[src/verilog/prf_pkg.sv]
package prf_pkg;

    localparam int tag_w      = 8;
    localparam int num_tags   = 256;
    localparam int num_arch   = 32;    // tags that reset to their own index
    localparam int data_w     = 32;
    localparam int mem_addr_w = 6;     // 64-word data memory
    localparam int mul_depth  = 3;
    localparam int div_steps  = 32;    // one quotient bit per step

    typedef enum logic [2:0] {
        op_add,
        op_sub,
        op_and,
        op_xor,
        op_mul,
        op_div,
        op_load
    } op_t;

    // writeback payload, also carried by the multiply pipe
    typedef struct packed {
        logic [tag_w-1:0]  tag;
        logic [data_w-1:0] data;
    } wb_pkt_t;

    // load address pipe payload
    typedef struct packed {
        logic [tag_w-1:0]      tag;
        logic [mem_addr_w-1:0] addr;
    } ld_req_t;

endpackage

[src/verilog/int_alu.sv]
`timescale 1ns/10ps

module int_alu import prf_pkg::*; (
    input  logic              clk,
    input  logic              reset,
    input  logic              go,
    input  op_t               op,
    input  logic [tag_w-1:0]  tag,
    input  logic [data_w-1:0] a,
    input  logic [data_w-1:0] b,
    output logic              we,
    output logic [tag_w-1:0]  wtag,
    output logic [data_w-1:0] wdata
);

    logic [data_w-1:0] result;

    always_comb begin
        case (op)
            op_add:  result = a + b;
            op_sub:  result = a - b;
            op_and:  result = a & b;
            op_xor:  result = a ^ b;
            default: result = '0;   // unused code
        endcase
    end

    always_ff @(posedge clk) begin
        if (reset)
            we <= 1'b0;
        else
            we <= go;
    end

    always_ff @(posedge clk) begin
        if (go) begin
            wtag  <= tag;
            wdata <= result;
        end
    end

endmodule

[config.mk]
export PLATFORM = sky130hd
export DESIGN_NAME = int_alu
export DESIGN_NICKNAME = d
export VERILOG_FILES = /design/src/verilog/prf_pkg.sv /design/src/verilog/int_alu.sv
export SDC_FILE = /design/constraint.sdc
export NUM_CORES = 1
export LEC_CHECK = 0
export BUFFER_PORTS_ARGS = -buffer_cell sky130_fd_sc_hd__buf_4
export CAP_MARGIN = 20
export CORE_MARGIN = 1
export CORE_UTILIZATION = 30
export CTS_BUF_LIST = sky130_fd_sc_hd__clkbuf_8
export DETAILED_ROUTE_END_ITERATION = 8
export PLACE_DENSITY_LB_ADDON = 0.08
export RECOVER_POWER = 100
export SLEW_MARGIN = 20
export SYNTH_ARGS = -nofsm -noshare
export SYNTH_HDL_FRONTEND = slang
export SYNTH_SLANG_ARGS = --single-unit
[constraint.sdc]
create_clock -name clk -period 4.2 [get_ports clk]
set_clock_uncertainty 0.15 [all_clocks]
set_input_delay 0.42 -clock clk [delete_from_list [all_inputs] [get_ports clk]]
set_output_delay 0.42 -clock clk [all_outputs]
set_load 0.01 [all_outputs]
==> reports/results.ini <==
[synth]
ys_top_cells_by_count = ha_1 (64), a21oi_1 (45), edfxtp_1 (40)
synth.area.top_cells = edfxtp_1 (26%), ha_1 (17%), mux2i_1 (6.5%), xnor2_1 (5.1%), a21oi_1 (4.9%)
synth_ff_type = edfxtp_1
netlist_instances = 511
yosysUniqueCellTypes = 61
yosys_warnings = 0
synth_top_area_share = 0.260
synth_largest_area_cell = edfxtp_1
synth_seq_cells = 41
synthesis.nets = 654
synth_edf_count = 40
syn_area_per_cell_um2 = 9.04
yosysMostFrequentCell = ha_1
seq_area_frac_synth = 0.264
synth_async_sr_flop_share = 0
syn_area_um2 = 4620

[power]
power_frac_comb = 0.475
power_frac_seq = 0.329
clkPwrFrac = 0.196
power.leakage_nw = 2.72
power.internal_w = 0.000970
power-per-cell-area_nw_per_um2 = 257
vdd_drop_max_mv = 0.114
swShare = 0.383
p_switching_w = 0.000603

[detailed_routing]
wl_mm = 14.5
routed.top_layer = met4
vias = 4518
first_pass_iters = 4
m1WireLength_mm = 7.03
antenna_left = 0
avgRoutedWirePerCell_um = 16.6
wl_met2_mm = 6.71
drtIter0Drc = 196
via_per_inst = 5.20
wl_met3_um = 628
drc = 0

[placement]
dpl_worst_slack_ps = -156
io_buffers = 118
post-dp-hpwl_mm = 11.3
dp_cells = 861
gp_congestion = 0.834

[clock_tree]
cts-root-buf = clkbuf_8
cts.clk_slew.worst_paths_ps = 100
cts_resized = 0
cts_htree_levels = 2
tritoncts = done
cts.path.max_buffers = 2
cts_hold_buf = 0
cts_sinks = 41
numCtsBuffers = 5
cts_setup_buffers = 0

[grt]
first_global_vias = 4507
grt_first_pass_wirelength_mm = 23.2
grt_max_degree = 42
grt_remaining_overflow = 0
antenna_found_initial = 0
grt.total_usage = 0.186

[flow_run]
cap_violations = 1

[critical_path]
cpPeakStageDelay_ps = 570
worstSetupEndpointType = register
path_class = input port to register
cp_slowest_cell = or4_4
critPathBufInv = 3
required_ps = 4190
crit_path_max_fanout = 7
worstSetupStartpointType = input port
cp_data_arrival_time_ps = 3940
critPathTopFamily = simple AND/OR/NAND/NOR gates
crit_path_frequent_cell = a31o_2
cp_cell_sequence = buf_4 -> or4_4 -> nor4_4 -> nor2b_2 -> and3b_1 -> inv_1 -> o21ai_1 -> xor2_1 -> ha_1 -> buf_2 -> a31o_2 -> a31o_2 -> a21o_1 -> nand3_1 -> nand2_1 -> a31o_2 -> a221oi_1

[hold_path]
hold_path.class = input port to register

[die]
coreArea_um2 = 14800
fp.dieH_um = 126
die_x_um = 126
core.rowCount = 44
initial_core_util = 0.313
ios = 119
die_area_um2 = 15900

[timing]
worst_hold_slack_ps = 93.7
layout_min_cycle_time_ps = 3960
setup_viol = 0
fin_crit_sh = 0.942
rsz0062_at_grt = no
setup_ws_ps = 244
relSlewSlack = -0.730
hold_viol_final = 0
max_freq_mhz = 253
worst_slew_pin_slew_ps = 2600
slew_violations = 42

[status]
outcome = finished with violations
violations = max-capacitance violations, max-slew violations

[finish]
nets = 827
drive_gt1_frac = 0.242
antenna_cells = 0
seq_area_um2 = 1220
fill_cells = 1560
syn_to_final_growth_pct = 32.5
final_cells = 869
multi_input_area_um2 = 3270

[layout make-up]
cell class | instances | area share
timing repair buffer | 187 | 0.203
clock buffer | 5 | 0.0112
sequential | 41 | 0.200
multi-input combinational | 433 | 0.535
inverter | 16 | 0.00982
tap | 184 | 0.0376
clock inverter | 3 | 0.00409
[worst paths after layout]
path,from,to,slack [ps],depth (start not counted)
hold / removal,reset,we,90,2
setup / recovery,b[14],wdata[31],240,17
[registers in the layout (all words and copies together) (netlist names)]
register	cells
we	1
wtag	8
wdata	32
[through the flow]
stage                      util  power (W)  area, um^2  setup TNS [ps]
after floorplan               -   0.000963        4620               0
after global placement    0.419    0.00130        6180            -330
after detailed placement  0.419    0.00131        6180            -644
after CTS                 0.425    0.00163        6280               0
after global routing      0.415    0.00170        6120               0
final                     0.415    0.00157        6120               0
[metal layers]
| metal | GRT usage | vias up |
|---|---|---|
| met5 | 0 | - |
| met4 | 0.0361 | 0 |
| met3 | 0.0327 | 7 |
| met2 | 0.306 | 101 |
| met1 | 0.254 | 2127 |
| li1 | - | 2283 |
[cell usage in the layout, fill, tap and decap left out, types with 3 or more instances in the layout]
cell      count
or3_1         3
nor4_1        3
nor2_1       36
o21a_1        3
o21ai_0      20
o22ai_1       7
xnor2_1      27
buf_4       128
and2_1        4
a21oi_1      44
a31oi_1       4
or4_1         4
nor3_1        9
nand2_1      31
edfxtp_1     40
xor2_1       22
o21bai_1      3
nor2b_1       5
a21o_1       12
nand3_1      14
inv_1        16
o31ai_1       4
mux2i_1      30
clkbuf_1     46
a211oi_1     19
clkbuf_4     11
o211ai_1      5
ha_1         64
or2_2         3
clkbuf_8      5
nand4_1       4
nand2b_1      8
a31o_2        4
[power by group through the flow]
stage | clock network (W) | registers [W] | logic [W]
3_5_place_dp | 0 | 0.000528 | 0.000781
3_3_place_gp | 0 | 0.000527 | 0.000774
6_report | 0.000308 | 0.000518 | 0.000747
2_1_floorplan | 0 | 0.000548 | 0.000415
4_1_cts | 0.000327 | 0.000519 | 0.000787
5_1_grt | 0.000341 | 0.000523 | 0.000832
[logic make-up after synthesis]
family,count (synthesis),share of synthesized area
compound gates,149,0.212
xor+xnor,49,0.0930
fa+ha+maj,65,0.178
buf+inv,37,0.0306
flops,41,0.264
mux,30,0.0650
simple gates,140,0.157
Note: power is estimated with default switching activity, not from simulation.
