[config.mk]
export PLATFORM = sky130hd
export DESIGN_NAME = load_mem
export DESIGN_NICKNAME = d
export VERILOG_FILES = /design/src/verilog/prf_pkg.sv /design/src/verilog/load_mem.sv
export SDC_FILE = /design/constraint.sdc
export NUM_CORES = 2
export LEC_CHECK = 0
export BUFFER_PORTS_ARGS = -buffer_cell sky130_fd_sc_hd__buf_2
export CORE_MARGIN = 1
export CORE_UTILIZATION = 50
export DETAILED_ROUTE_END_ITERATION = 10
export PLACE_DENSITY = 0.72
export RECOVER_POWER = 100
export SLEW_MARGIN = 15
export SYNTH_ARGS = -nofsm -noshare
export SYNTH_HDL_FRONTEND = slang
export SYNTH_SLANG_ARGS = --single-unit
[constraint.sdc]
create_clock -name clk -period 3.4 [get_ports clk]
set_input_delay 0.68 -clock clk [delete_from_list [all_inputs] [get_ports clk]]
set_output_delay 0.68 -clock clk [all_outputs]
set_load 0.005 [all_outputs]
[src/verilog/prf_pkg.sv]
package prf_pkg;

    localparam int tag_w      = 8;
    localparam int num_tags   = 256;
    localparam int num_arch   = 32;    // tags that reset to their own index
    localparam int data_w     = 32;
    localparam int mem_addr_w = 6;     // 64-word data memory
    localparam int mul_depth  = 3;
    localparam int div_steps  = 32;    // one quotient bit per step

    typedef enum logic [2:0] {
        op_add,
        op_sub,
        op_and,
        op_xor,
        op_mul,
        op_div,
        op_load
    } op_t;

    // writeback payload, also carried by the multiply pipe
    typedef struct packed {
        logic [tag_w-1:0]  tag;
        logic [data_w-1:0] data;
    } wb_pkt_t;

    // load address pipe payload
    typedef struct packed {
        logic [tag_w-1:0]      tag;
        logic [mem_addr_w-1:0] addr;
    } ld_req_t;

endpackage

[src/verilog/load_mem.sv]
`timescale 1ns/10ps

module load_mem import prf_pkg::*; (
    input  logic                  clk,
    input  logic                  reset,
    input  logic                  req_valid,
    input  ld_req_t               req,
    input  logic                  mem_we,
    input  logic [mem_addr_w-1:0] mem_addr,
    input  logic [data_w-1:0]     mem_wdata,
    output logic                  we,
    output logic [tag_w-1:0]      wtag,
    output logic [data_w-1:0]     wdata
);

    localparam int num_words = 1 << mem_addr_w;

    logic [data_w-1:0] mem [num_words];

    always_ff @(posedge clk) begin
        if (reset) begin
            for (int i = 0; i < num_words; i++)
                mem[i] <= '0;
        end else if (mem_we) begin
            mem[mem_addr] <= mem_wdata;   // fill port from outside
        end
    end

    always_ff @(posedge clk) begin
        if (reset)
            we <= 1'b0;
        else
            we <= req_valid;
    end

    always_ff @(posedge clk) begin
        if (req_valid) begin
            wtag  <= req.tag;
            wdata <= mem[req.addr];
        end
    end

endmodule

==> out/metrics.cfg <==
[status]
status = complete, but fails checks
violations = capacitance limit, slew limit

[sta]
setup_viol = 0
tightest_slew_ns = 2.16
relSlewSlack_pct = -44.1
rsz0062_at_grt = false
finalCritPeriodShare_pct = 93.8
period_needed_ns = 3.19
hold_viol = 0
setup_ws_ns = 0.212
finalClockSkew_ns = 0.0381
holdWs_ns = 0.250
slew_viol_final = 581
fmax_ghz = 0.314

[drt]
drc = 0
viasPerCell = 6.13
ant_nets = 0
wire_per_inst_um = 31.9
firstDrtPassIters = 8
drt_wl_total_um = 273000
vias = 52500
drt_iter0_drc = 7065

[clocking]
cts_tree = yes
cts_resized = 0
cts_made_buffers = 207
clk_latency_ns = 0.85
clk_pin_slew_ns = 0.06
clockRootBuffer = clkbuf_16
cts.sinks = 2089
clockBufferDepth = 3
htree_levels = 4
post_cts_buffers = 0

[global_route]
grt_use_total_pct = 28.7
met1_usage_pct = 38.1
grt_most_used_layer = met2
overflow = 0
gr-usage-met3_pct = 6.37
antenna_found_initial = 20
grt_pass1_wl_um = 387000
grt_pass1_vias = 51900
grt_max_degree = 66
grt.met2_usage_pct = 45.3

[worst_setup_path]
critPathKind = in -> reg
cp.required_ns = 3.99
path_max_fanout = 32
arrival_ns = 3.78
critPathLaunch = reset
cp_top_family = buffers and inverters
crit_slowest_cell = clkbuf_1
critPathCapture = mem[23][9]
end_kind = flop
crit_top_cell = nor2_1
cpPeakStageDelay_ns = 1.13
r2r_cells = 5
critPathLaunchType = primary input
rr_startpoint = mem[23][16]
reg2reg_setup_slack_ns = 0.75
critPathBufInv = 3
crit_chain = buf_2 > nand2b_1 > nor2_1 > nand3_1 > clkbuf_1 > nor2_1 > clkbuf_2 > and2_0
worst-path-stages = 8
r2r_end = wdata[16]

[logic_synthesis]
synth-adder-area-share_pct = 0
muxShareOfSynthArea_pct = 15.3
ys_seq_area_share_pct = 66.6
synth_compound_area_share_pct = 0.745
synth-simple-area-share_pct = 14.7
syn_inst = 5762
yosysWarningCount = 0
ys_ff_latch = 2089
synth_top_family_by_area = multiplexers
netlist_area_mm2 = 0.0942
synth_cell_types = 33
synth_xor_area_share_pct = 0
synthesis.nets = 5818
syn_area_per_cell_um2 = 16.3

[floorplan]
core-area_mm2 = 0.186
die_w_um = 436
dieArea_mm2 = 0.190
rows = 158
io_pins = 97
fp.dieH_um = 436
start_util_pct = 50.6

[layout]
multi_input_area_mm2 = 0.0291
layout_commonest_cell = edfxtp_1
area_growth_pct = 12.2
layout_common_cells = 2,088 x edfxtp_1, 1,275 x and2_1, 778 x and2_0, 582 x mux4_2, 213 x clkbuf_16
drive_above_1_share_pct = 21.9
seq_area_mm2 = 0.0627
nFillCells = 14100
nets = 5963

[hold_path]
hold_class = in -> reg

[flow_run]
drv_cap = 21

[pwr]
ir_worst_vdd_uv = 523
power.density_mw_per_mm2 = 542
fin_total_pwr_uw = 57300
p_leak_uw = 0.0359

[placed_design]
portBuffers = 96
gp_congestion = 0.917
dp_hpwl_um = 166000
dp_slack_ns = -0.228

==> per-stage QoR <==
| stage | instance area, um^2 | setup TNS (ns) | util (%) | cells |
|---|---|---|---|---|
| floorplan | 94200 | 0 | - | 5762 |
| global placement | 100000 | -1.96 | 53.7 | 8169 |
| detailed placement | 100000 | -1.55 | 53.7 | 8170 |
| CTS | 107000 | 0 | 57.2 | 8562 |
| global route | 106000 | 0 | 56.8 | 8567 |
| finish | 106000 | 0 | 56.8 | 8569 |
==> worst min path at each step <==
stage                  end  slack [ns]          start  depth (start not counted)
6_report       mem[39][16]        0.25  mem_wdata[16]                          2
3_5_place_dp       wtag[0]        0.86         req[6]                          1
3_3_place_gp       wtag[1]        0.86         req[7]                          1
2_1_floorplan      wtag[0]        0.78         req[6]                          0
5_1_grt        mem[36][16]        0.24  mem_wdata[16]                          2
4_1_cts        mem[39][16]        0.20  mem_wdata[16]                          2
==> synth_stat cells <==
library cell | number | area, um^2
inv_1 | 1 | 3.75
nand2b_1 | 6 | 37.5
buf_1 | 55 | 206
buf_6 | 8 | 90.1
a21boi_0 | 3 | 22.5
o22ai_1 | 27 | 169
nand3b_1 | 3 | 22.5
and2_1 | 2053 | 12800
nor2_1 | 98 | 368
o221ai_1 | 6 | 52.6
mux2i_1 | 131 | 1310
buf_8 | 1 | 15.0
or2_2 | 65 | 407
a21oi_1 | 22 | 110
a221oi_1 | 20 | 175
mux4_2 | 582 | 13100
nor3_1 | 4 | 20.0
nand2_1 | 20 | 75.1
edfxtp_1 | 2088 | 62700
buf_4 | 22 | 165
dfxtp_1 | 1 | 20.0
buf_2 | 59 | 295
or3_1 | 1 | 6.26
o32ai_1 | 3 | 26.3
a22oi_1 | 12 | 90.1
buf_12 | 1 | 20.0
nand3_1 | 3 | 15.0
a211oi_1 | 3 | 22.5
o221a_2 | 3 | 33.8
clkbuf_1 | 447 | 1680
nor4_1 | 3 | 18.8
nor2b_1 | 10 | 62.6
nor4b_1 | 1 | 8.76
==> final cells by class <==
type	count	area share [%]
clock buffer	269	5.24
clock inverter	115	0.908
antenna	7	0.0166
tap	2480	2.94
timing repair buffer	529	4.07
inverter	1	0.00355
sequential	2089	59.3
multi-input combinational	3079	27.5
==> flip-flops by register name, indices dropped and copies added, names as in the netlist <==
register and count:
mem 2048, wdata 32, wtag 8, we 1
==> metal layers <==
layer / vias up / part of all wire, %
met5: - / 0.0048
met1: 27200 / 36
met2: 3163 / 47
li1: 21500 / -
met4: 2 / 6.0
met3: 628 / 11
==> cell families (layout without fill, tap and decap cells) <==
group,Yosys count,count (layout)
buf+inv,594,914
simple gates,2267,2267
mux,713,713
compound gates,99,99
other cells,0,7
flops,2089,2089
==> power by group <==
part	switching [uW]	total, uW	internal, uW
Clock	9820	22300	12500
Sequential	433	30100	29700
Combinational	2980	4900	1910
Total	13200	57300	44000
==> timing repair <==
action	CTS	global route
endpoints found under the hold margin	8	0
endpoints found under the setup margin	0	0
hold buffers	8	0
Power figures use the tool's default switching activity.
