==> config.mk <==
export PLATFORM = sky130hd
export DESIGN_NAME = issue_ctrl
export DESIGN_NICKNAME = d
export VERILOG_FILES = /design/src/verilog/prf_pkg.sv /design/src/verilog/issue_ctrl.sv
export SDC_FILE = /design/constraint.sdc
export NUM_CORES = 1
export LEC_CHECK = 0
export BUFFER_PORTS_ARGS = -buffer_cell sky130_fd_sc_hd__buf_4
export CAP_MARGIN = 40
export CORE_ASPECT_RATIO = 0.9
export CORE_MARGIN = 2
export CORE_UTILIZATION = 30
export CTS_CLUSTER_DIAMETER = 50
export DETAILED_ROUTE_END_ITERATION = 10
export GPL_TIMING_DRIVEN = 0
export PLACE_DENSITY = 0.76
export SETUP_SLACK_MARGIN = 0.15
export SYNTH_ARGS = -nofsm -noshare
export SYNTH_HDL_FRONTEND = slang
export SYNTH_SLANG_ARGS = --single-unit
==> constraint.sdc <==
create_clock -name clk -period 2.3 [get_ports clk]
set_input_delay 0.46 -clock clk [delete_from_list [all_inputs] [get_ports clk]]
set_output_delay 0.46 -clock clk [all_outputs]
set_load 0.01 [all_outputs]
==> src/verilog/prf_pkg.sv <==
package prf_pkg;

    localparam int tag_w      = 8;
    localparam int num_tags   = 256;
    localparam int num_arch   = 32;    // tags that reset to their own index
    localparam int data_w     = 32;
    localparam int mem_addr_w = 6;     // 64-word data memory
    localparam int mul_depth  = 3;
    localparam int div_steps  = 32;    // one quotient bit per step

    typedef enum logic [2:0] {
        op_add,
        op_sub,
        op_and,
        op_xor,
        op_mul,
        op_div,
        op_load
    } op_t;

    // writeback payload, also carried by the multiply pipe
    typedef struct packed {
        logic [tag_w-1:0]  tag;
        logic [data_w-1:0] data;
    } wb_pkt_t;

    // load address pipe payload
    typedef struct packed {
        logic [tag_w-1:0]      tag;
        logic [mem_addr_w-1:0] addr;
    } ld_req_t;

endpackage

==> src/verilog/issue_ctrl.sv <==
`timescale 1ns/10ps

module issue_ctrl import prf_pkg::*; (
    input  logic              clk,
    input  logic              reset,
    input  logic              issue,
    input  op_t               op,
    input  logic [tag_w-1:0]  src1_in,
    input  logic [tag_w-1:0]  src2_in,
    input  logic [tag_w-1:0]  dst_in,
    input  logic              valid1,
    input  logic              valid2,
    input  logic [data_w-1:0] src1_data,
    input  logic [data_w-1:0] src2_data,
    input  logic              div_busy,
    output logic              busy,
    output logic [tag_w-1:0]  src1,
    output logic [tag_w-1:0]  src2,
    output logic              clear_en,
    output logic [tag_w-1:0]  clear_tag,
    output logic              alu_go,
    output logic              mul_go,
    output logic              div_go,
    output logic              ld_go,
    output op_t               go_op,
    output logic [tag_w-1:0]  go_tag,
    output logic [data_w-1:0] opa,
    output logic [data_w-1:0] opb
);

    typedef enum logic [1:0] {idle, wait_ops, fire} state_t;

    state_t           state;
    op_t              op_q;
    op_t              chk_op;
    logic [tag_w-1:0] src1_q, src2_q, dst_q;
    logic             accept, ready, firing;

    assign accept = issue && (state == idle);
    assign busy   = (state != idle);
    assign firing = (state == fire);

    // in idle the file looks at the incoming tags so a ready op skips wait_ops
    assign src1   = (state == idle) ? src1_in : src1_q;
    assign src2   = (state == idle) ? src2_in : src2_q;
    assign chk_op = (state == idle) ? op : op_q;
    assign ready  = valid1 && valid2 && !(chk_op == op_div && div_busy);

    assign clear_en  = accept;
    assign clear_tag = dst_in;

    always_ff @(posedge clk) begin
        if (reset) begin
            state <= idle;
        end else begin
            case (state)
                idle:     if (issue) state <= ready ? fire : wait_ops;
                wait_ops: if (ready) state <= fire;
                default:  state <= idle;   // fire lasts one cycle
            endcase
        end
    end

    always_ff @(posedge clk) begin
        if (accept) begin
            op_q   <= op;
            src1_q <= src1_in;
            src2_q <= src2_in;
            dst_q  <= dst_in;
        end
    end

    assign mul_go = firing && op_q == op_mul;
    assign div_go = firing && op_q == op_div;
    assign ld_go  = firing && op_q == op_load;
    assign alu_go = firing && !(op_q inside {op_mul, op_div, op_load});

    assign go_op  = op_q;
    assign go_tag = dst_q;
    assign opa    = src1_data;   // held tags, both valid while firing
    assign opb    = src2_data;

endmodule

==> out/results.txt <==
Status -> completed
Die height -> 76.26 µm
Number of cell rows -> 26
Share of layout cells above drive strength 1 -> 84.21%
Final Cycle Share -> 88.77%
Final Slew Violations -> 0
Largest family of logic cells by synthesized area -> buffers and inverters
Period minus WS final -> 2042 ps
Avg Inst Size Synth -> 12.61 µm²
Register bit total from synthesis -> 29
Reg-to-reg critical path startpoint -> state[0]
Unique masters post-synth -> 20
Hold Startpoint -> op[1]
Initial DRT Pass Iterations -> 4
Logic gate share of total power -> 29.1%
GPL Wtd Cong -> 0.6750
GRT Resource Usage Total -> 13.24%
Vias per cell -> 4.073
Port buffer count -> 137
P_sw -> 0.0003868 W
Largest net degree at the start of global routing -> 15
Routed len/inst -> 12.34 µm
Flop pwr share -> 38.9%
Clock Path Buffers -> 2
R2r setup slk -> 560 ps
DIE WIDTH -> 84.29 µm
Setup Viol. Count Final -> 0
Maximum fanout along the worst path -> 10
Worst Path Arrival -> 1580 ps
Root Buffer -> clkbuf_8
Capturing point of the worst reg2reg path -> src2_q[4]
Post-synthesis sequential area ratio -> 48.89%
Post-Route WL -> 4382 µm
CORE AREA -> 0.005628 mm²
DP HPWL -> 3639 µm
Area fraction in compound gates after synthesis -> 1.797%
Achievable clock frequency -> 0.4898 GHz
Setup crit start kind -> register
Final hold slack -> 359.6 ps
Latest clock arrival within the worst-skew pair -> 280 ps
Leakage -> 1.487 nW
Design Area, Final -> 0.002999 mm²
Net count, final -> 381
Internal cell power -> 0.001236 W
Slew Limit Headroom -> 84.39%
CP Class -> reg2out
TritonCTS buffer count -> 5
Layout area overhead -> 72.32%
Clock power share -> 32.0%
Syn_nets -> 235
Max-Cap Viols -> 0
First-pass GRT wire length -> 6768 µm
# clock sinks -> 29
Post-synthesis adder-cell area fraction -> 0%
Htree depth -> 2
Crit-path max cell delay -> 330 ps
DP Area -> 0.002874 mm²
Vias in the first global route -> 1396
Mapped cell area -> 0.001740 mm²
Critical-path cell list -> or2_1, buf_6, buf_12, mux2_4, buf_4
CTS tree -> built
Crit-path slowest cell -> dfxtp_2
Setup crit end -> src2[1]
Initial antenna violation count -> 0
ANT nets after route -> 0
Synth Instances -> 138
Via count -> 1446
R2r worst-path depth -> 6
Clock transition at path regs -> 70 ps
Antenna Cells -> 0
RSZ-0062 raised after global routing -> false
Post-synthesis simple-gate area fraction -> 4.170%
Worst Skew -> 3.664 ps
Final hold vios -> 0
Worst Setup SP -> state[0]
Critical path endpoint category -> primary output
Mux cell area share after synthesis -> 12.08%
Post-Synth XOR/XNOR Area -> 0%
Ports -> 202
Initial detailed-routing violation count -> 30
Die area -> 0.006427 mm²
Initial Util -> 30.92%
Min-Delay Path Class -> in2reg
Switching share of power -> 23.83%
Grt total ovfl -> 0
Peak supply drop -> 0.2682 mV
Power per Cell Area -> 541.1 mW/mm²
DRC violations left -> 0
Number of synthesis warnings -> 0
Critical path data required time -> 1840 ps
Worst-Margin Slew -> 234.2 ps
==> area by class of cell <==
class / instances / area, µm²
Tap cell: 70 / 87.58
Inverter: 1 / 3.754
Clock buffer: 5 / 68.82
Multi-Input combinational cell: 34 / 321.6
Sequential cell: 29 / 853.3
Timing Repair Buffer: 139 / 1051
Clock inverter: 3 / 41.29
Fill cell: 536 / 2629
Buffer: 74 / 571.8
==> critical path, delay by kind of cell (launching register included) <==
kind                   cells  cell delay (ps)
buffers and inverters      3              440
flip-flops                 1              330
multiplexers               1              290
AND/OR/NAND/NOR            1              230
==> cells in the final DEF, fill, tap and decap left out, types with 2 or more instances in the layout <==
cell / n
nor3_1: 2
o21ai_0: 2
clkbuf_8: 5
mux2_4: 8
nand3b_1: 2
buf_4: 210
dfxtp_2: 2
nand2_1: 2
mux2_2: 8
edfxtp_1: 27
nor2_1: 2
==> synthesized netlist by cell type (all sizes together) <==
master,number,area [µm²]
buf,74,571.8
edfxtp,27,810.8
mux2,16,210.2
nor2,3,11.26
dfxtp,2,40.04
nand2,2,7.510
nand3b,2,15.01
nor3,2,10.01
o21ai,2,10.01
a21oi,1,5.000
inv,1,3.750
nand2b,1,6.260
nand4b,1,8.760
nor3b,1,7.510
o21ba,1,10.01
o22ai,1,6.260
or2,1,6.260
==> registers in the layout (all words and copies together), names as in the netlist <==
name	count
go_op	3
src2_q	8
src1_q	8
go_tag	8
state	2
==> power groups by stage <==
stage                     clock, W  sequential (W)  combinational, W
after floorplan                  0        0.000646          0.000235
after detailed placement         0        0.000644          0.000477
after global routing      0.000558        0.000636          0.000505
after CTS                 0.000539        0.000632          0.000481
final                     0.000519        0.000632          0.000472
after global placement           0        0.000641          0.000462
==> cell families (layout without fill, tap and decap cells) <==
family	count (synthesis)	after routing
compound gates	5	5
mux	16	16
flops	29	29
simple gates	13	13
buf+inv	75	222
==> routing by layer <==
layer / wire length [µm] / track usage, %
met5: 0 / 0
met4: 39 / 4.839
met3: 460 / 4.550
met2: 2562 / 25.16
met1: 1320 / 13.11
==> worst min-delay path by stage <==
| stage | endpoint | slack (ps) | depth (start not counted) |
|---|---|---|---|
| CTS | go_op[1] | 350 | 1 |
| finish | go_op[1] | 360 | 1 |
| global route | go_op[1] | 340 | 1 |
| global placement | state[1] | 600 | 3 |
| detailed placement | state[1] | 630 | 3 |
| floorplan | go_op[0] | 560 | 0 |
==> timing repair <==
item                                    in CTS  in global routing
pin swaps                                    1                  0
setup buffers                                1                  0
endpoints found under the setup margin       1                  3
gates resized for setup                      1                  2
hold buffers                                 0                  0
==> per-stage QoR <==
step	worst slack [ps]	util [%]	total power [W]	std cells	setup TNS (ps)
2_1_floorplan	221.9	-	0.0008811	138	0
3_3_place_gp	-414.6	50.80	0.001103	345	-2411
3_5_place_dp	18.90	51.07	0.001120	346	0
4_1_cts	220.8	53.25	0.001652	355	0
5_1_grt	163.0	53.29	0.001698	355	0
6_report	258.2	53.29	0.001623	355	0
No activity file was read; power rests on OpenSTA's default activity.
