[src/verilog/prf_pkg.sv]
package prf_pkg;

    localparam int tag_w      = 8;
    localparam int num_tags   = 256;
    localparam int num_arch   = 32;    // tags that reset to their own index
    localparam int data_w     = 32;
    localparam int mem_addr_w = 6;     // 64-word data memory
    localparam int mul_depth  = 3;
    localparam int div_steps  = 32;    // one quotient bit per step

    typedef enum logic [2:0] {
        op_add,
        op_sub,
        op_and,
        op_xor,
        op_mul,
        op_div,
        op_load
    } op_t;

    // writeback payload, also carried by the multiply pipe
    typedef struct packed {
        logic [tag_w-1:0]  tag;
        logic [data_w-1:0] data;
    } wb_pkt_t;

    // load address pipe payload
    typedef struct packed {
        logic [tag_w-1:0]      tag;
        logic [mem_addr_w-1:0] addr;
    } ld_req_t;

endpackage

[src/verilog/div_counter.sv]
`timescale 1ns/10ps

module div_counter import prf_pkg::*; (
    input  logic clk,
    input  logic reset,
    input  logic start,
    output logic running,
    output logic last
);

    localparam int cnt_w = $clog2(div_steps + 1);

    logic [cnt_w-1:0] count;

    always_ff @(posedge clk) begin
        if (reset)
            count <= '0;
        else if (start)
            count <= cnt_w'(div_steps);
        else if (count != '0)
            count <= count - cnt_w'(1);
    end

    assign running = (count != '0);
    assign last    = (count == cnt_w'(1));   // final step

endmodule

[src/verilog/div_unit.sv]
`timescale 1ns/10ps

module div_unit import prf_pkg::*; (
    input  logic              clk,
    input  logic              reset,
    input  logic              go,
    input  logic [tag_w-1:0]  tag,
    input  logic [data_w-1:0] a,
    input  logic [data_w-1:0] b,
    output logic              busy,
    output logic              we,
    output logic [tag_w-1:0]  wtag,
    output logic [data_w-1:0] wdata
);

    logic [data_w-1:0] quo_q, rem_q, dvs_q;
    logic [tag_w-1:0]  tag_q;
    logic [data_w:0]   rem_sh, diff;
    logic [data_w-1:0] quo_nx, rem_nx;
    logic              running, last;

    div_counter u_cnt (
        .clk     (clk),
        .reset   (reset),
        .start   (go),
        .running (running),
        .last    (last)
    );

    // one restoring step; a zero divisor never borrows, so the quotient is all ones
    always_comb begin
        rem_sh = {rem_q, quo_q[data_w-1]};
        diff   = rem_sh - {1'b0, dvs_q};
        if (diff[data_w]) begin   // borrow, keep the remainder
            rem_nx = rem_sh[data_w-1:0];
            quo_nx = {quo_q[data_w-2:0], 1'b0};
        end else begin
            rem_nx = diff[data_w-1:0];
            quo_nx = {quo_q[data_w-2:0], 1'b1};
        end
    end

    always_ff @(posedge clk) begin
        if (go) begin
            quo_q <= a;   // dividend shifts out as the quotient shifts in
            rem_q <= '0;
            dvs_q <= b;
            tag_q <= tag;
        end else if (running) begin
            quo_q <= quo_nx;
            rem_q <= rem_nx;
        end
    end

    always_ff @(posedge clk) begin
        if (reset)
            we <= 1'b0;
        else
            we <= running && last;
    end

    always_ff @(posedge clk) begin
        if (running && last) begin
            wtag  <= tag_q;
            wdata <= quo_nx;
        end
    end

    assign busy = running;

endmodule

[config.mk]
export PLATFORM = sky130hd
export DESIGN_NAME = div_unit
export DESIGN_NICKNAME = d
export VERILOG_FILES = /design/src/verilog/prf_pkg.sv /design/src/verilog/div_counter.sv /design/src/verilog/div_unit.sv
export SDC_FILE = /design/constraint.sdc
export NUM_CORES = 1
export LEC_CHECK = 0
export BUFFER_PORTS_ARGS = -buffer_cell sky130_fd_sc_hd__buf_4
export CAP_MARGIN = 30
export CORE_UTILIZATION = 30
export CTS_CLUSTER_DIAMETER = 80
export CTS_CLUSTER_SIZE = 28
export DETAILED_ROUTE_END_ITERATION = 6
export HOLD_SLACK_MARGIN = 0.05
export PLACE_DENSITY_LB_ADDON = 0.25
export SYNTH_ARGS = -nofsm -noshare
export SYNTH_HDL_FRONTEND = slang
export SYNTH_SLANG_ARGS = --single-unit
[constraint.sdc]
create_clock -name clk -period 12.4 [get_ports clk]
set_input_delay 1.24 -clock clk [delete_from_list [all_inputs] [get_ports clk]]
set_output_delay 1.24 -clock clk [all_outputs]
set_load 0.05 [all_outputs]
==> flow_results.xml <==
<?xml version="1.0" encoding="UTF-8"?>
<metrics>
  <group name="finish">
    <metric name="commonest_non_fill_non_tap_cell_in_the_layout" unit="">buf_4</metric>
    <metric name="layout.nets" unit="">864</metric>
    <metric name="fraction_of_layout_instances_using_a_drive_strength_above_1" unit="">0.258</metric>
    <metric name="area.growth.synth_to_final" unit="%">25.0</metric>
    <metric name="antenna_cells" unit="">0</metric>
    <metric name="finish.instance_area" unit="sq um">9170</metric>
    <metric name="mostFrequentLayoutCells" unit="">buf_4, edfxtp_1, nand2_1, nor2_1, dfxtp_1</metric>
  </group>
  <group name="global_route">
    <metric name="largest_net_degree_at_the_start_of_global_routing" unit="">65</metric>
    <metric name="gr-usage-all-layers" unit="">0.135</metric>
    <metric name="antenna_found_initial" unit="">0</metric>
    <metric name="grt_pass1_wl" unit="microns">26200</metric>
    <metric name="grt_residual_overflow" unit="">0</metric>
    <metric name="grt_pass1_vias" unit="">5095</metric>
  </group>
  <group name="timing">
    <metric name="timing.fmax" unit="MHz">268</metric>
    <metric name="report.final.hold_viol_count" unit="">0</metric>
    <metric name="slew_headroom" unit="">0.446</metric>
    <metric name="finalSetupViolations" unit="">0</metric>
    <metric name="finalMaxSlewViolations" unit="">0</metric>
    <metric name="rsz0062_at_grt" unit="">false</metric>
    <metric name="final.setup.tns" unit="ns">0</metric>
    <metric name="hold-worst-slack" unit="ns">0.413</metric>
    <metric name="post-route-period-util" unit="">0.301</metric>
    <metric name="worst-slew-pin-transition" unit="ns">0.831</metric>
    <metric name="min_period" unit="ns">3.73</metric>
    <metric name="final_critical_path_setup_slack" unit="ns">8.67</metric>
    <metric name="timing.clock.skew" unit="ns">0.00909</metric>
  </group>
  <group name="setup_path">
    <metric name="worst-r2r-setup-slack" unit="ns">8.67</metric>
    <metric name="setup.worst_path.class" unit="">reg -&gt; reg</metric>
    <metric name="regToRegEndpoint" unit="">rem_q[9]</metric>
    <metric name="worst_ep_required_time" unit="ns">12.73</metric>
    <metric name="timing.critical_path.fanout_max" unit="">28</metric>
    <metric name="worstPathArrival" unit="ns">4.06</metric>
    <metric name="startpoint_class_of_the_critical_path" unit="">flop</metric>
    <metric name="timing.critical_path.to_type" unit="">flop</metric>
    <metric name="worst_r2r_path_depth" unit="">14</metric>
    <metric name="timing.rr.start" unit="">quo_q[31]</metric>
  </group>
  <group name="detailed_routing">
    <metric name="drt.antenna.violating_nets" unit="">0</metric>
    <metric name="first_pass_iters" unit="">5</metric>
    <metric name="routed_wl_per_cell" unit="microns">15.0</metric>
    <metric name="totalWireLength" unit="microns">16200</metric>
    <metric name="drt_iter0_markers" unit="">300</metric>
    <metric name="drt-vias-per-instance" unit="">4.80</metric>
    <metric name="remaining_drc_errors" unit="">0</metric>
    <metric name="total_via_count_after_detailed_routing" unit="">5213</metric>
  </group>
  <group name="floorplanning">
    <metric name="placementRows" unit="">56</metric>
    <metric name="start_util" unit="">0.309</metric>
    <metric name="die_w" unit="microns">158</metric>
    <metric name="top_level_ports" unit="">117</metric>
    <metric name="die_h" unit="microns">158</metric>
    <metric name="core-area" unit="sq um">23800</metric>
    <metric name="dieArea" unit="sq um">25100</metric>
  </group>
  <group name="outcome">
    <metric name="outcome" unit="">completed</metric>
  </group>
  <group name="synthesis">
    <metric name="post_synth_arst_share" unit="">0</metric>
    <metric name="yosys.area.top_type" unit="">edfxtp_1</metric>
    <metric name="netlist_area" unit="sq um">7340</metric>
    <metric name="syn_nets" unit="">751</metric>
    <metric name="post-synth-top-area-fraction" unit="">0.458</metric>
    <metric name="number_of_enable_flip_flop_cells_after_synthesis" unit="">112</metric>
    <metric name="synth_cell_type_count" unit="">56</metric>
    <metric name="synthesis.area_per_instance" unit="sq um">11.4</metric>
    <metric name="postSynth.topFlopCell" unit="">edfxtp_1</metric>
    <metric name="netlist_instances" unit="">641</metric>
    <metric name="ys_top_cells_by_area" unit="">edfxtp_1, dfxtp_1, ha_1</metric>
    <metric name="yosys_register_bits" unit="">151</metric>
    <metric name="ys_warn_count" unit="">0</metric>
    <metric name="ys_seq_area_frac" unit="">0.565</metric>
  </group>
  <group name="clocking">
    <metric name="post-cts-setup-buffer-count" unit="">0</metric>
    <metric name="clock_tree_from_tritoncts" unit="">yes</metric>
    <metric name="post_cts.resized_instances" unit="">0</metric>
    <metric name="clk_path_buf_depth" unit="">2</metric>
    <metric name="ctsHoldBuffers" unit="">0</metric>
    <metric name="cts-buffers-inserted" unit="">17</metric>
    <metric name="cts_root_buf" unit="">clkbuf_16</metric>
    <metric name="clock_latency" unit="ns">0.42</metric>
    <metric name="ctsHtreeMaxLevel" unit="">4</metric>
    <metric name="cts_num_sinks" unit="">151</metric>
    <metric name="worst_setup_hold_path_clk_slew" unit="ns">0.07</metric>
  </group>
  <group name="job">
    <metric name="timing.max_cap.violations" unit="">0</metric>
  </group>
  <group name="min_path">
    <metric name="hold_start" unit="">tag_q[1]</metric>
    <metric name="timing.hold.worst_endpoint" unit="">wtag[1]</metric>
    <metric name="min_path_type" unit="">reg -&gt; reg</metric>
    <metric name="hold_path_depth" unit="">0</metric>
  </group>
  <group name="pwr">
    <metric name="power-per-cell-area" unit="nW/um^2">223</metric>
    <metric name="total_leakage_power" unit="nW">3.72</metric>
    <metric name="worst_ir_drop_vdd" unit="mV">0.104</metric>
  </group>
  <group name="placement">
    <metric name="gpl.final_weighted_congestion" unit="">0.759</metric>
    <metric name="placed_area" unit="sq um">8570</metric>
    <metric name="dp_hpwl" unit="microns">11000</metric>
    <metric name="port_buffers" unit="">116</metric>
    <metric name="preCtsSetupSlack" unit="ns">8.65</metric>
  </group>
</metrics>
kinds of logic after synthesis:
logic type	after synthesis	synth area share
adders and majority gates	35	0.0607
DFF	151	0.565
buffers and inverters	68	0.0368
AOI/OAI and AO/OA	140	0.134
xor gates and xnor gates	27	0.0348
and+or+nand+nor	189	0.121
muxes	31	0.0476
cell type report:
| cell class | instances | area (sq um) |
|---|---|---|
| fill | 2306 | 14600 |
| sequential | 151 | 4140 |
| multi-input combinational | 422 | 2940 |
| timing repair buffer | 123 | 943 |
| clock buffer | 17 | 425 |
| tap | 319 | 399 |
| clock inverter | 15 | 180 |
| inverter | 39 | 146 |
per-stage QoR:
step / power [mW] / instances / util
final: 2.04 / 1086 / 0.386
after CTS: 2.06 / 1086 / 0.386
after detailed placement: 1.51 / 1054 / 0.361
after floorplan: 1.32 / 641 / -
after global routing: 2.19 / 1086 / 0.386
after global placement: 1.50 / 1053 / 0.360
cells in the mapped netlist, types with 2 or more instances:
cell and instances:
a211oi_1 6, a221oi_1 3, buf_2 5, o221ai_1 2
a31oi_1 10, a311oi_1 23, nor2b_1 6, buf_4 2
inv_1 38, o21ai_0 25, and3_1 7, nand3b_1 2
nor4_1 3, a21oi_1 25, dfxtp_1 39, edfxtp_1 112
a21boi_0 2, nor3_1 11, nand3_1 18, mux2_2 31
a21o_1 16, or3_1 11, nand2b_1 9, o31ai_1 3
nor2_1 50, ha_1 34, o211ai_1 3, xor2_1 5
o21a_1 11, clkbuf_1 19, xnor2_1 21, buf_1 2
nand4_1 6, nand2_1 59
routing by layer:
| layer | up-vias | global-route usage | routed length, microns |
|---|---|---|---|
| li1 | 2607 | - | - |
| met1 | 2468 | 0.178 | 7960 |
| met2 | 131 | 0.219 | 7360 |
| met3 | 7 | 0.0343 | 795 |
| met4 | 0 | 0.0385 | 121 |
| met5 | - | 0 | 0 |
state kept, by name, summed over array words and instances (netlist names):
signal and cells:
rem_q 32, wtag 8, we 1, u_cnt.count 6
quo_q 32, dvs_q 32, wdata 32, tag_q 8
critical path, cell delays in order, from the launching register on:
cell      delay [ns]
edfxtp_1        0.35
inv_1           0.05
ha_1            0.22
fa_1            0.38
nand2b_1        0.20
a211oi_2        0.29
o311ai_2        0.18
nand3_2         0.15
a31oi_1         0.10
a211o_2         0.37
xor2_4          0.23
buf_16          0.22
inv_2           0.44
o21ai_0         0.17
a311oi_1        0.28
worst max-delay path by stage:
stage	endpoint	depth (start not counted)	slack, ns	startpoint
detailed placement	rem_q[9]	14	8.65	quo_q[31]
global placement	rem_q[2]	13	8.32	quo_q[31]
CTS	rem_q[9]	14	8.64	quo_q[31]
floorplan	wdata[0]	2	6.88	u_cnt.count[4]
finish	rem_q[9]	14	8.67	quo_q[31]
global route	rem_q[9]	14	8.36	quo_q[31]
where the power goes:
group	internal [mW]	leakage, nW	total [mW]	switching [mW]
Combinational	0.314	2.03	0.768	0.454
Sequential	0.668	1.40	0.735	0.0670
Clock	0.306	0.294	0.539	0.233
Note: power is estimated with default switching activity, not from simulation.
