[src/verilog/result_pipe.sv]
`timescale 1ns/10ps

module result_pipe #(
    parameter type payload_t = logic [7:0],
    parameter int  depth     = 1
) (
    input  logic     clk,
    input  logic     reset,
    input  logic     in_valid,
    input  payload_t in_data,
    output logic     out_valid,
    output payload_t out_data
);

    logic     valid_q [depth];
    payload_t data_q  [depth];

    always_ff @(posedge clk) begin
        if (reset) begin
            for (int i = 0; i < depth; i++)
                valid_q[i] <= 1'b0;
        end else begin
            valid_q[0] <= in_valid;
            for (int i = 1; i < depth; i++)
                valid_q[i] <= valid_q[i-1];
        end
    end

    always_ff @(posedge clk) begin
        data_q[0] <= in_data;
        for (int i = 1; i < depth; i++)
            data_q[i] <= data_q[i-1];   // shifts every cycle, valid tags it
    end

    assign out_valid = valid_q[depth-1];
    assign out_data  = data_q[depth-1];

endmodule

[config.mk]
export PLATFORM = sky130hd
export DESIGN_NAME = result_pipe
export DESIGN_NICKNAME = d
export VERILOG_FILES = /design/src/verilog/result_pipe.sv
export SDC_FILE = /design/constraint.sdc
export NUM_CORES = 1
export LEC_CHECK = 0
export BUFFER_PORTS_ARGS = -buffer_cell sky130_fd_sc_hd__clkbuf_2
export CAP_MARGIN = 20
export CORE_AREA = 5 5 42 44
export CTS_BUF_LIST = sky130_fd_sc_hd__clkbuf_8
export DETAILED_ROUTE_END_ITERATION = 8
export DIE_AREA = 0 0 47 49
export HOLD_SLACK_MARGIN = 0.15
export MAX_ROUTING_LAYER = met4
export PLACE_DENSITY = 0.46
export SLEW_MARGIN = 10
export SYNTH_ARGS = -nofsm -noshare
export SYNTH_HDL_FRONTEND = slang
export SYNTH_SLANG_ARGS = --single-unit
[constraint.sdc]
create_clock -name clk -period 0.8 [get_ports clk]
set_input_delay 0.04 -clock clk [delete_from_list [all_inputs] [get_ports clk]]
set_output_delay 0.04 -clock clk [all_outputs]
set_load 0.03 [all_outputs]
==> flow_summary.yaml, run 1 <==
status:
  status: "complete, no violations"
sta:
  finalHoldViolations: 0
  setup_viol: 0
  worst_slack_ps: 23.1
  worst_slew_pin_slew_ps: 180
  fmax_mhz: 1290
  tns_ps: 0
  fin_crit_sh_pct: 97.1
  rsz0062_at_grt: "false"
  finalMaxSlewViolations: 0
  worst_hold_slack_ps: 452
  period_needed_ps: 777
  slew_headroom_pct: 88.1
setup_path:
  crit_type: "reg -> out"
  cp.required_ps: 760
  critPathMaxStageDelay_ps: 310
  critical_path.cell_chain: "clkbuf_2"
  start_kind: "register"
  critPathCaptureType: "output pin"
  slowest_stage: "dfxtp_1"
  critPathArrivalTime_ps: 740
  path_delay_family: "flip-flops"
  cp_num_buf_inv: 1
  cp_max_fo: 1
die:
  core-area_mm2: 0.00140
  rows: 14
  dieWidth_um: 47
  start_util_pct: 13.8
  pin_count: 20
  dieArea_mm2: 0.00230
  chipHeight_um: 49
min_path:
  hold_class: "in -> reg"
  hold_end: "data_q[0][2]"
  min_from: "in_data[2]"
  hold_depth: 2
power_and_ir_drop:
  switching_power_uw: 243
  p_sw_share_pct: 21.6
  p_leak_uw: 0.000232
  p_seq_share_pct: 42.9
  power.density_mw_per_mm2: 2430
  p_int_uw: 880
  clkPwrFrac_pct: 44.1
  vdd_drop_max_uv: 838
  pwr-share-comb_pct: 13.0
  total_power_uw: 1120
global_route:
  use_met1_pct: 7.38
  grt_first_pass_wirelength_um: 917
  antenna_found_initial: 0
  met2_usage_pct: 6.79
  grt_overflow_total: 0
  gr-usage-all-layers_pct: 6.46
  grt_pass1_vias: 217
  busiest_layer: "met1"
  grtUsageMet3_pct: 5.17
  grt_max_degree: 6
clocking:
  h-tree-depth: 1
  cts.sinks: 9
  cts_buffers: 3
  clock-root-buffer: "clkbuf_8"
  cts_tree: "yes"
  ctsLongestPathBuffers: 2
  post_cts_buffers: 0
  path_clk_slew_ps: 40
cells_and_area:
  drive_gt1_share_pct: 53.5
  fillers: 152
  design_area_um2: 462
  nets: 55
  multi_input_area_um2: 13.8
  area_delta_synth_final_pct: 138
  ff_latch_area_um2: 180
  diodes: 0
drt:
  routed_wl_um: 627
  drt_iter0_drc: 2
  first_pass_iters: 2
  vias: 192
  wl_per_cell_um: 10.6
  via_per_inst: 3.25
  drc: 0
  ant_nets: 0
placed_design:
  portBuffers: 19
  preCtsSetupSlack_ps: 241
  placed_area_um2: 309
  gp_congestion: 0.659
synthesis:
  synthesis.nets: 21
  syn_area_um2: 194
  ys_seq_area_share_pct: 92.9
  synthCells: 10
  yosys_warnings: 0
  ys_ff_latch: 9
  syn_area_per_cell_um2: 19.4
  ys_types: 2
flow_run:
  drv_cap: 0
[synthesized netlist by cell type, drive strengths merged]
cell | n | area share, %
dfxtp | 9 | 93
nor2b | 1 | 7.1
[registers in the layout, indices dropped and copies added (netlist names)]
name	count
data_q	8
valid_q	1
[area by class of cell]
| class | count | area share (%) |
|---|---|---|
| flip-flops and latches | 9 | 39.0 |
| well taps | 16 | 4.34 |
| repair buffers | 29 | 43.9 |
| clock inverters | 1 | 0.813 |
| multi-input cells | 1 | 2.98 |
| clock buffers | 3 | 8.94 |
[how the worst max path moves through the flow]
stage,startpoint,endpoint,depth (start not counted)
floorplan,data_q[0][0],out_data[0],0
global placement,data_q[0][2],out_data[2],1
detailed placement,data_q[0][7],out_data[7],1
CTS,data_q[0][7],out_data[7],1
global route,data_q[0][3],out_data[3],1
finish,data_q[0][3],out_data[3],1
[cell usage in the layout (no fill, tap or decap)]
cell type and count:
buf_2 2, inv_1 1, dlygate4sd3_1 10, clkbuf_4 1, clkbuf_8 3, buf_4 2
dfxtp_1 9, clkbuf_2 14, nor2b_4 1
[cells by family after synthesis]
group            share of synthesized area (%)
DFF                                       92.9
and+or+nand+nor                           7.10
[power by group through the flow]
stage               clock network [µW]  registers [µW]  logic, µW
floorplan                            0             538       4.42
global placement                     0             491        103
detailed placement                   0             491        104
CTS                                512             483        144
global route                       542             484        155
finish                             495             482        146
[timing repair]
action | in CTS | in global routing
setup endpoints to repair | 2 | 5
hold buffers | 10 | 0
resized for setup | 2 | 6
endpoints found under the hold margin | 9 | 0
[stage by stage]
step | util (%) | std cells
after global placement | 22.1 | 45
after CTS | 32.8 | 59
after detailed placement | 22.1 | 45
final | 32.9 | 59
after floorplan | - | 10
after global routing | 32.9 | 59
[per-layer routing]
| layer | vias up | wire (µm) |
|---|---|---|
| met1 | 76 | 282 |
| met2 | 20 | 202 |
| met5 | - | 0 |
| met4 | 0 | 0 |
| met3 | 0 | 142 |
| li1 | 96 | - |
Note: power is estimated with default switching activity, not from simulation.
==> inputs of run 2 (changes only) <==
--- a/config.mk
+++ b/config.mk
@@ -13,7 +13,7 @@
 export DIE_AREA = 0 0 47 49
 export HOLD_SLACK_MARGIN = 0.15
 export MAX_ROUTING_LAYER = met4
-export PLACE_DENSITY = 0.46
+export PLACE_DENSITY = 0.51
 export SLEW_MARGIN = 10
 export SYNTH_ARGS = -nofsm -noshare
 export SYNTH_HDL_FRONTEND = slang
==> flow_summary.yaml, run 2 (same netlist as run 1, synthesis figures left out) <==
min_path:
  min_from: "in_data[2]"
  hold_class: "in -> reg"
drt:
  first_pass_iters: 1
  drt_iter0_drc: 0
  ant_nets: 0
  wl_per_cell_um: 11.3
  drc: 0
  via_per_inst: 3.19
  routed_wl_um: 666
  vias: 188
cells_and_area:
  mostFrequentLayoutCell: "clkbuf_2"
  stdcell_count: 59
  multi_input_area_um2: 13.8
  ff_latch_area_um2: 180
  drive_gt1_share_pct: 53.5
  largest_reg_flops: 8
  largest_register: "data_q"
  fillers: 141
  diodes: 0
  final_cell_mix: "clkbuf_2, dlygate4sd3_1, dfxtp_1, buf_2"
  area_delta_synth_final_pct: 139
  fin_util_pct: 33.1
  nets: 55
  top_regs: "data_q x8, valid_q x1"
power_and_ir_drop:
  total_power_uw: 1130
  vdd_drop_max_uv: 1100
  p_leak_uw: 0.000232
  power.density_mw_per_mm2: 2430
setup_path:
  cp_max_fo: 1
  critPathArrivalTime_ps: 740
  start_kind: "register"
  critPathCaptureType: "output pin"
  cp.required_ps: 760
  critical_path.cell_chain: "clkbuf_4"
  slowest_stage: "dfxtp_1"
  startpoint: "data_q[0][5]"
  cp_num_buf_inv: 1
  critPathMaxStageDelay_ps: 320
  path_delay_family: "flip-flops"
  crit_type: "reg -> out"
die:
  dieWidth_um: 47
  core-area_mm2: 0.00140
  rows: 14
  start_util_pct: 13.8
  dieArea_mm2: 0.00230
  chipHeight_um: 49
  pin_count: 20
clocking:
  cts.sinks: 9
  path_clk_slew_ps: 40
  cts_tree: "yes"
  post_cts_buffers: 0
  clock-root-buffer: "clkbuf_8"
  cts_buffers: 3
  h-tree-depth: 1
  ctsLongestPathBuffers: 2
global_route:
  antenna_found_initial: 0
  gr-usage-all-layers_pct: 7.03
  grt_pass1_vias: 209
  grt_overflow_total: 0
  grt_max_degree: 6
  grt_first_pass_wirelength_um: 966
sta:
  slew_headroom_pct: 88.4
  period_needed_ps: 779
  finalHoldViolations: 0
  fin_crit_sh_pct: 97.4
  fmax_mhz: 1280
  finalMaxSlewViolations: 0
  worst_hold_slack_ps: 448
  rsz0062_at_grt: "true"
  setup_viol: 0
  worst_slew_pin_slew_ps: 174
placed_design:
  gp_congestion: 0.637
  place_inst: 45
  portBuffers: 19
flow_run:
  drv_cap: 0
status:
  status: "complete, no violations"
## run 2: cell count changes in the layout (fill, tap and decap cells not counted)
| cell | change |
|---|---|
| buf_2 | +2 |
| buf_4 | -1 |
| clkbuf_2 | -3 |
| clkbuf_4 | +2 |
## run 2: worst paths after layout
path,endpoint,depth (start not counted),slack (ps)
max,out_data[5],1,20
min,data_q[0][2],2,450
## run 2: metal layers
metal  global-route usage, %  share of wire, %
met5                       -                 0
met2                    6.79                33
met4                    2.76                 0
met3                    6.64                18
met1                    9.58                49
## run 2: per-stage QoR
step                      TNS [ps]  setup WS, ps  cell area, µm²
after floorplan                  0           301             194
after global placement           0           247             309
after detailed placement         0           237             309
after CTS                        0          6.68             459
after global routing         -1.67         -1.67             464
final                            0          20.6             464
## run 2: area by class of cell
type | instances | share of cell area, %
sequential | 9 | 38.8
clock buffer | 3 | 8.89
multi-input combinational | 1 | 2.96
tap | 16 | 4.31
clock inverter | 1 | 0.809
timing repair buffer | 29 | 44.2
## run 2: power by group
group,switching [µW],internal [µW]
combinational,73.6,73.2
clock,165,333
sequential,7.93,475
## run 2: timing repair
item                                   4_1_cts  5_1_grt
hold buffers                                10        0
setup endpoints to repair                    2        7
endpoints found under the hold margin        9        0
gates resized for setup                      2        9
==> inputs of run 3 (changes only) <==
--- a/config.mk
+++ b/config.mk
@@ -13,7 +13,7 @@
 export DIE_AREA = 0 0 47 49
 export HOLD_SLACK_MARGIN = 0.15
 export MAX_ROUTING_LAYER = met4
-export PLACE_DENSITY = 0.51
+export SETUP_SLACK_MARGIN = 0.4
 export SLEW_MARGIN = 10
 export SYNTH_ARGS = -nofsm -noshare
 export SYNTH_HDL_FRONTEND = slang
==> constraint.sdc (replaced) <==
create_clock -name clk -period 1 [get_ports clk]
set_input_delay 0.05 -clock clk [delete_from_list [all_inputs] [get_ports clk]]
set_output_delay 0.05 -clock clk [all_outputs]
set_load 0.03 [all_outputs]
==> flow_summary.yaml, run 3 (same netlist as run 1, synthesis figures left out) <==
die:
  dieArea_mm2: 0.00230
  core-area_mm2: 0.00140
  dieWidth_um: 47
  start_util_pct: 13.8
  chipHeight_um: 49
  rows: 14
  pin_count: 20
cells_and_area:
  largest_register: "data_q"
  largest_reg_flops: 8
  fillers: 144
  area_delta_synth_final_pct: 179
  final_cell_mix: "dfxtp_2, clkbuf_2, buf_8, dlygate4sd3_1, clkbuf_8"
  drive_gt1_share_pct: 78.0
  diodes: 0
  top_regs: "data_q x8, valid_q x1"
  fin_util_pct: 38.6
  nets: 53
setup_path:
  cp_max_fo: 1
  cp_num_buf_inv: 1
  critPathMaxStageDelay_ps: 330
  cp.required_ps: 950
  slowest_stage: "dfxtp_2"
  critical_path.cell_chain: "buf_8"
  path_delay_family: "flip-flops"
  critPathCaptureType: "output pin"
  crit_type: "reg -> out"
  critPathArrivalTime_ps: 680
  start_kind: "register"
clocking:
  h-tree-depth: 1
  cts_buffers: 3
  cts_tree: "yes"
  cts.sinks: 9
  ctsLongestPathBuffers: 2
  clock-root-buffer: "clkbuf_8"
  holdBufCountCts: 8
  path_clk_slew_ps: 40
  post_cts_buffers: 0
sta:
  rsz0062_at_grt: "true"
  finalMaxSlewViolations: 0
  tns_ps: 0
  fmax_mhz: 1380
  setup_viol: 0
  finalHoldViolations: 0
  period_needed_ps: 726
  worst_slew_pin_slew_ps: 75.0
  fin_crit_sh_pct: 72.6
  slew_headroom_pct: 95.0
global_route:
  grt_first_pass_wirelength_um: 869
  gr-usage-all-layers_pct: 6.31
  grt_overflow_total: 0
  antenna_found_initial: 0
  grt_max_degree: 6
  grt_pass1_vias: 180
power_and_ir_drop:
  vdd_drop_max_uv: 1290
  total_power_uw: 932
  power.density_mw_per_mm2: 1720
  p_leak_uw: 0.000269
placed_design:
  portBuffers: 19
  gp_congestion: 0.630
drt:
  first_pass_iters: 1
  ant_nets: 0
  drc: 0
  vias: 192
  drt_iter0_drc: 0
  via_per_inst: 3.37
  routed_wl_um: 597
  wl_per_cell_um: 10.5
min_path:
  hold_class: "in -> reg"
status:
  status: "complete, no violations"
flow_run:
  drv_cap: 0
[run 3: final timing paths]
| check | startpoint | to | slack [ps] | cells after the start |
|---|---|---|---|---|
| worst max-delay path | data_q[0][6] | out_data[6] | 270 | 1 |
| worst min-delay path | reset | valid_q[0] | 8 | 2 |
[run 3: layout make-up]
| class | count | area [µm²] | share of cell area (%) |
|---|---|---|---|
| repair buffers | 27 | 270 | 50.0 |
| clock inverters | 1 | 3.75 | 0.694 |
| multi-input cells | 1 | 13.8 | 2.55 |
| flip-flops and latches | 9 | 191 | 35.4 |
| clock buffers | 3 | 41.3 | 7.64 |
| well taps | 16 | 20.0 | 3.70 |
[run 3: what timing repair did]
item,in CTS,in global routing
pin swaps,0,0
endpoints found under the hold margin,9,2
setup endpoints to repair,9,11
gates resized for setup,26,13
[run 3: report_power, final]
part | total (µW) | switching (µW) | leakage (µW) | internal [µW]
Clock | 390 | 125 | 0.0000269 | 266
Combinational | 144 | 57.3 | 0.000166 | 87.0
Sequential | 397 | 13.2 | 0.0000762 | 384
Total | 932 | 195 | 0.000269 | 737
[run 3: stage by stage]
stage | worst slack, ps | area (µm²) | std cells | hold WS [ps]
2_1_floorplan | 491 | 194 | 10 | 77.7
3_3_place_gp | 438 | 309 | 45 | 155
3_5_place_dp | 435 | 309 | 45 | 156
4_1_cts | 249 | 523 | 57 | 6.47
5_1_grt | 242 | 541 | 57 | -0.225
6_report | 274 | 541 | 57 | 8.35
[run 3: layer usage]
layer  track usage (%)  share of wire [%]  vias up
met4              1.38                  0        0
met2              6.56                 34       22
met5                 -                  0        -
li1                  -                  -       92
met1              8.02                 44       78
met3              7.01                 22        0
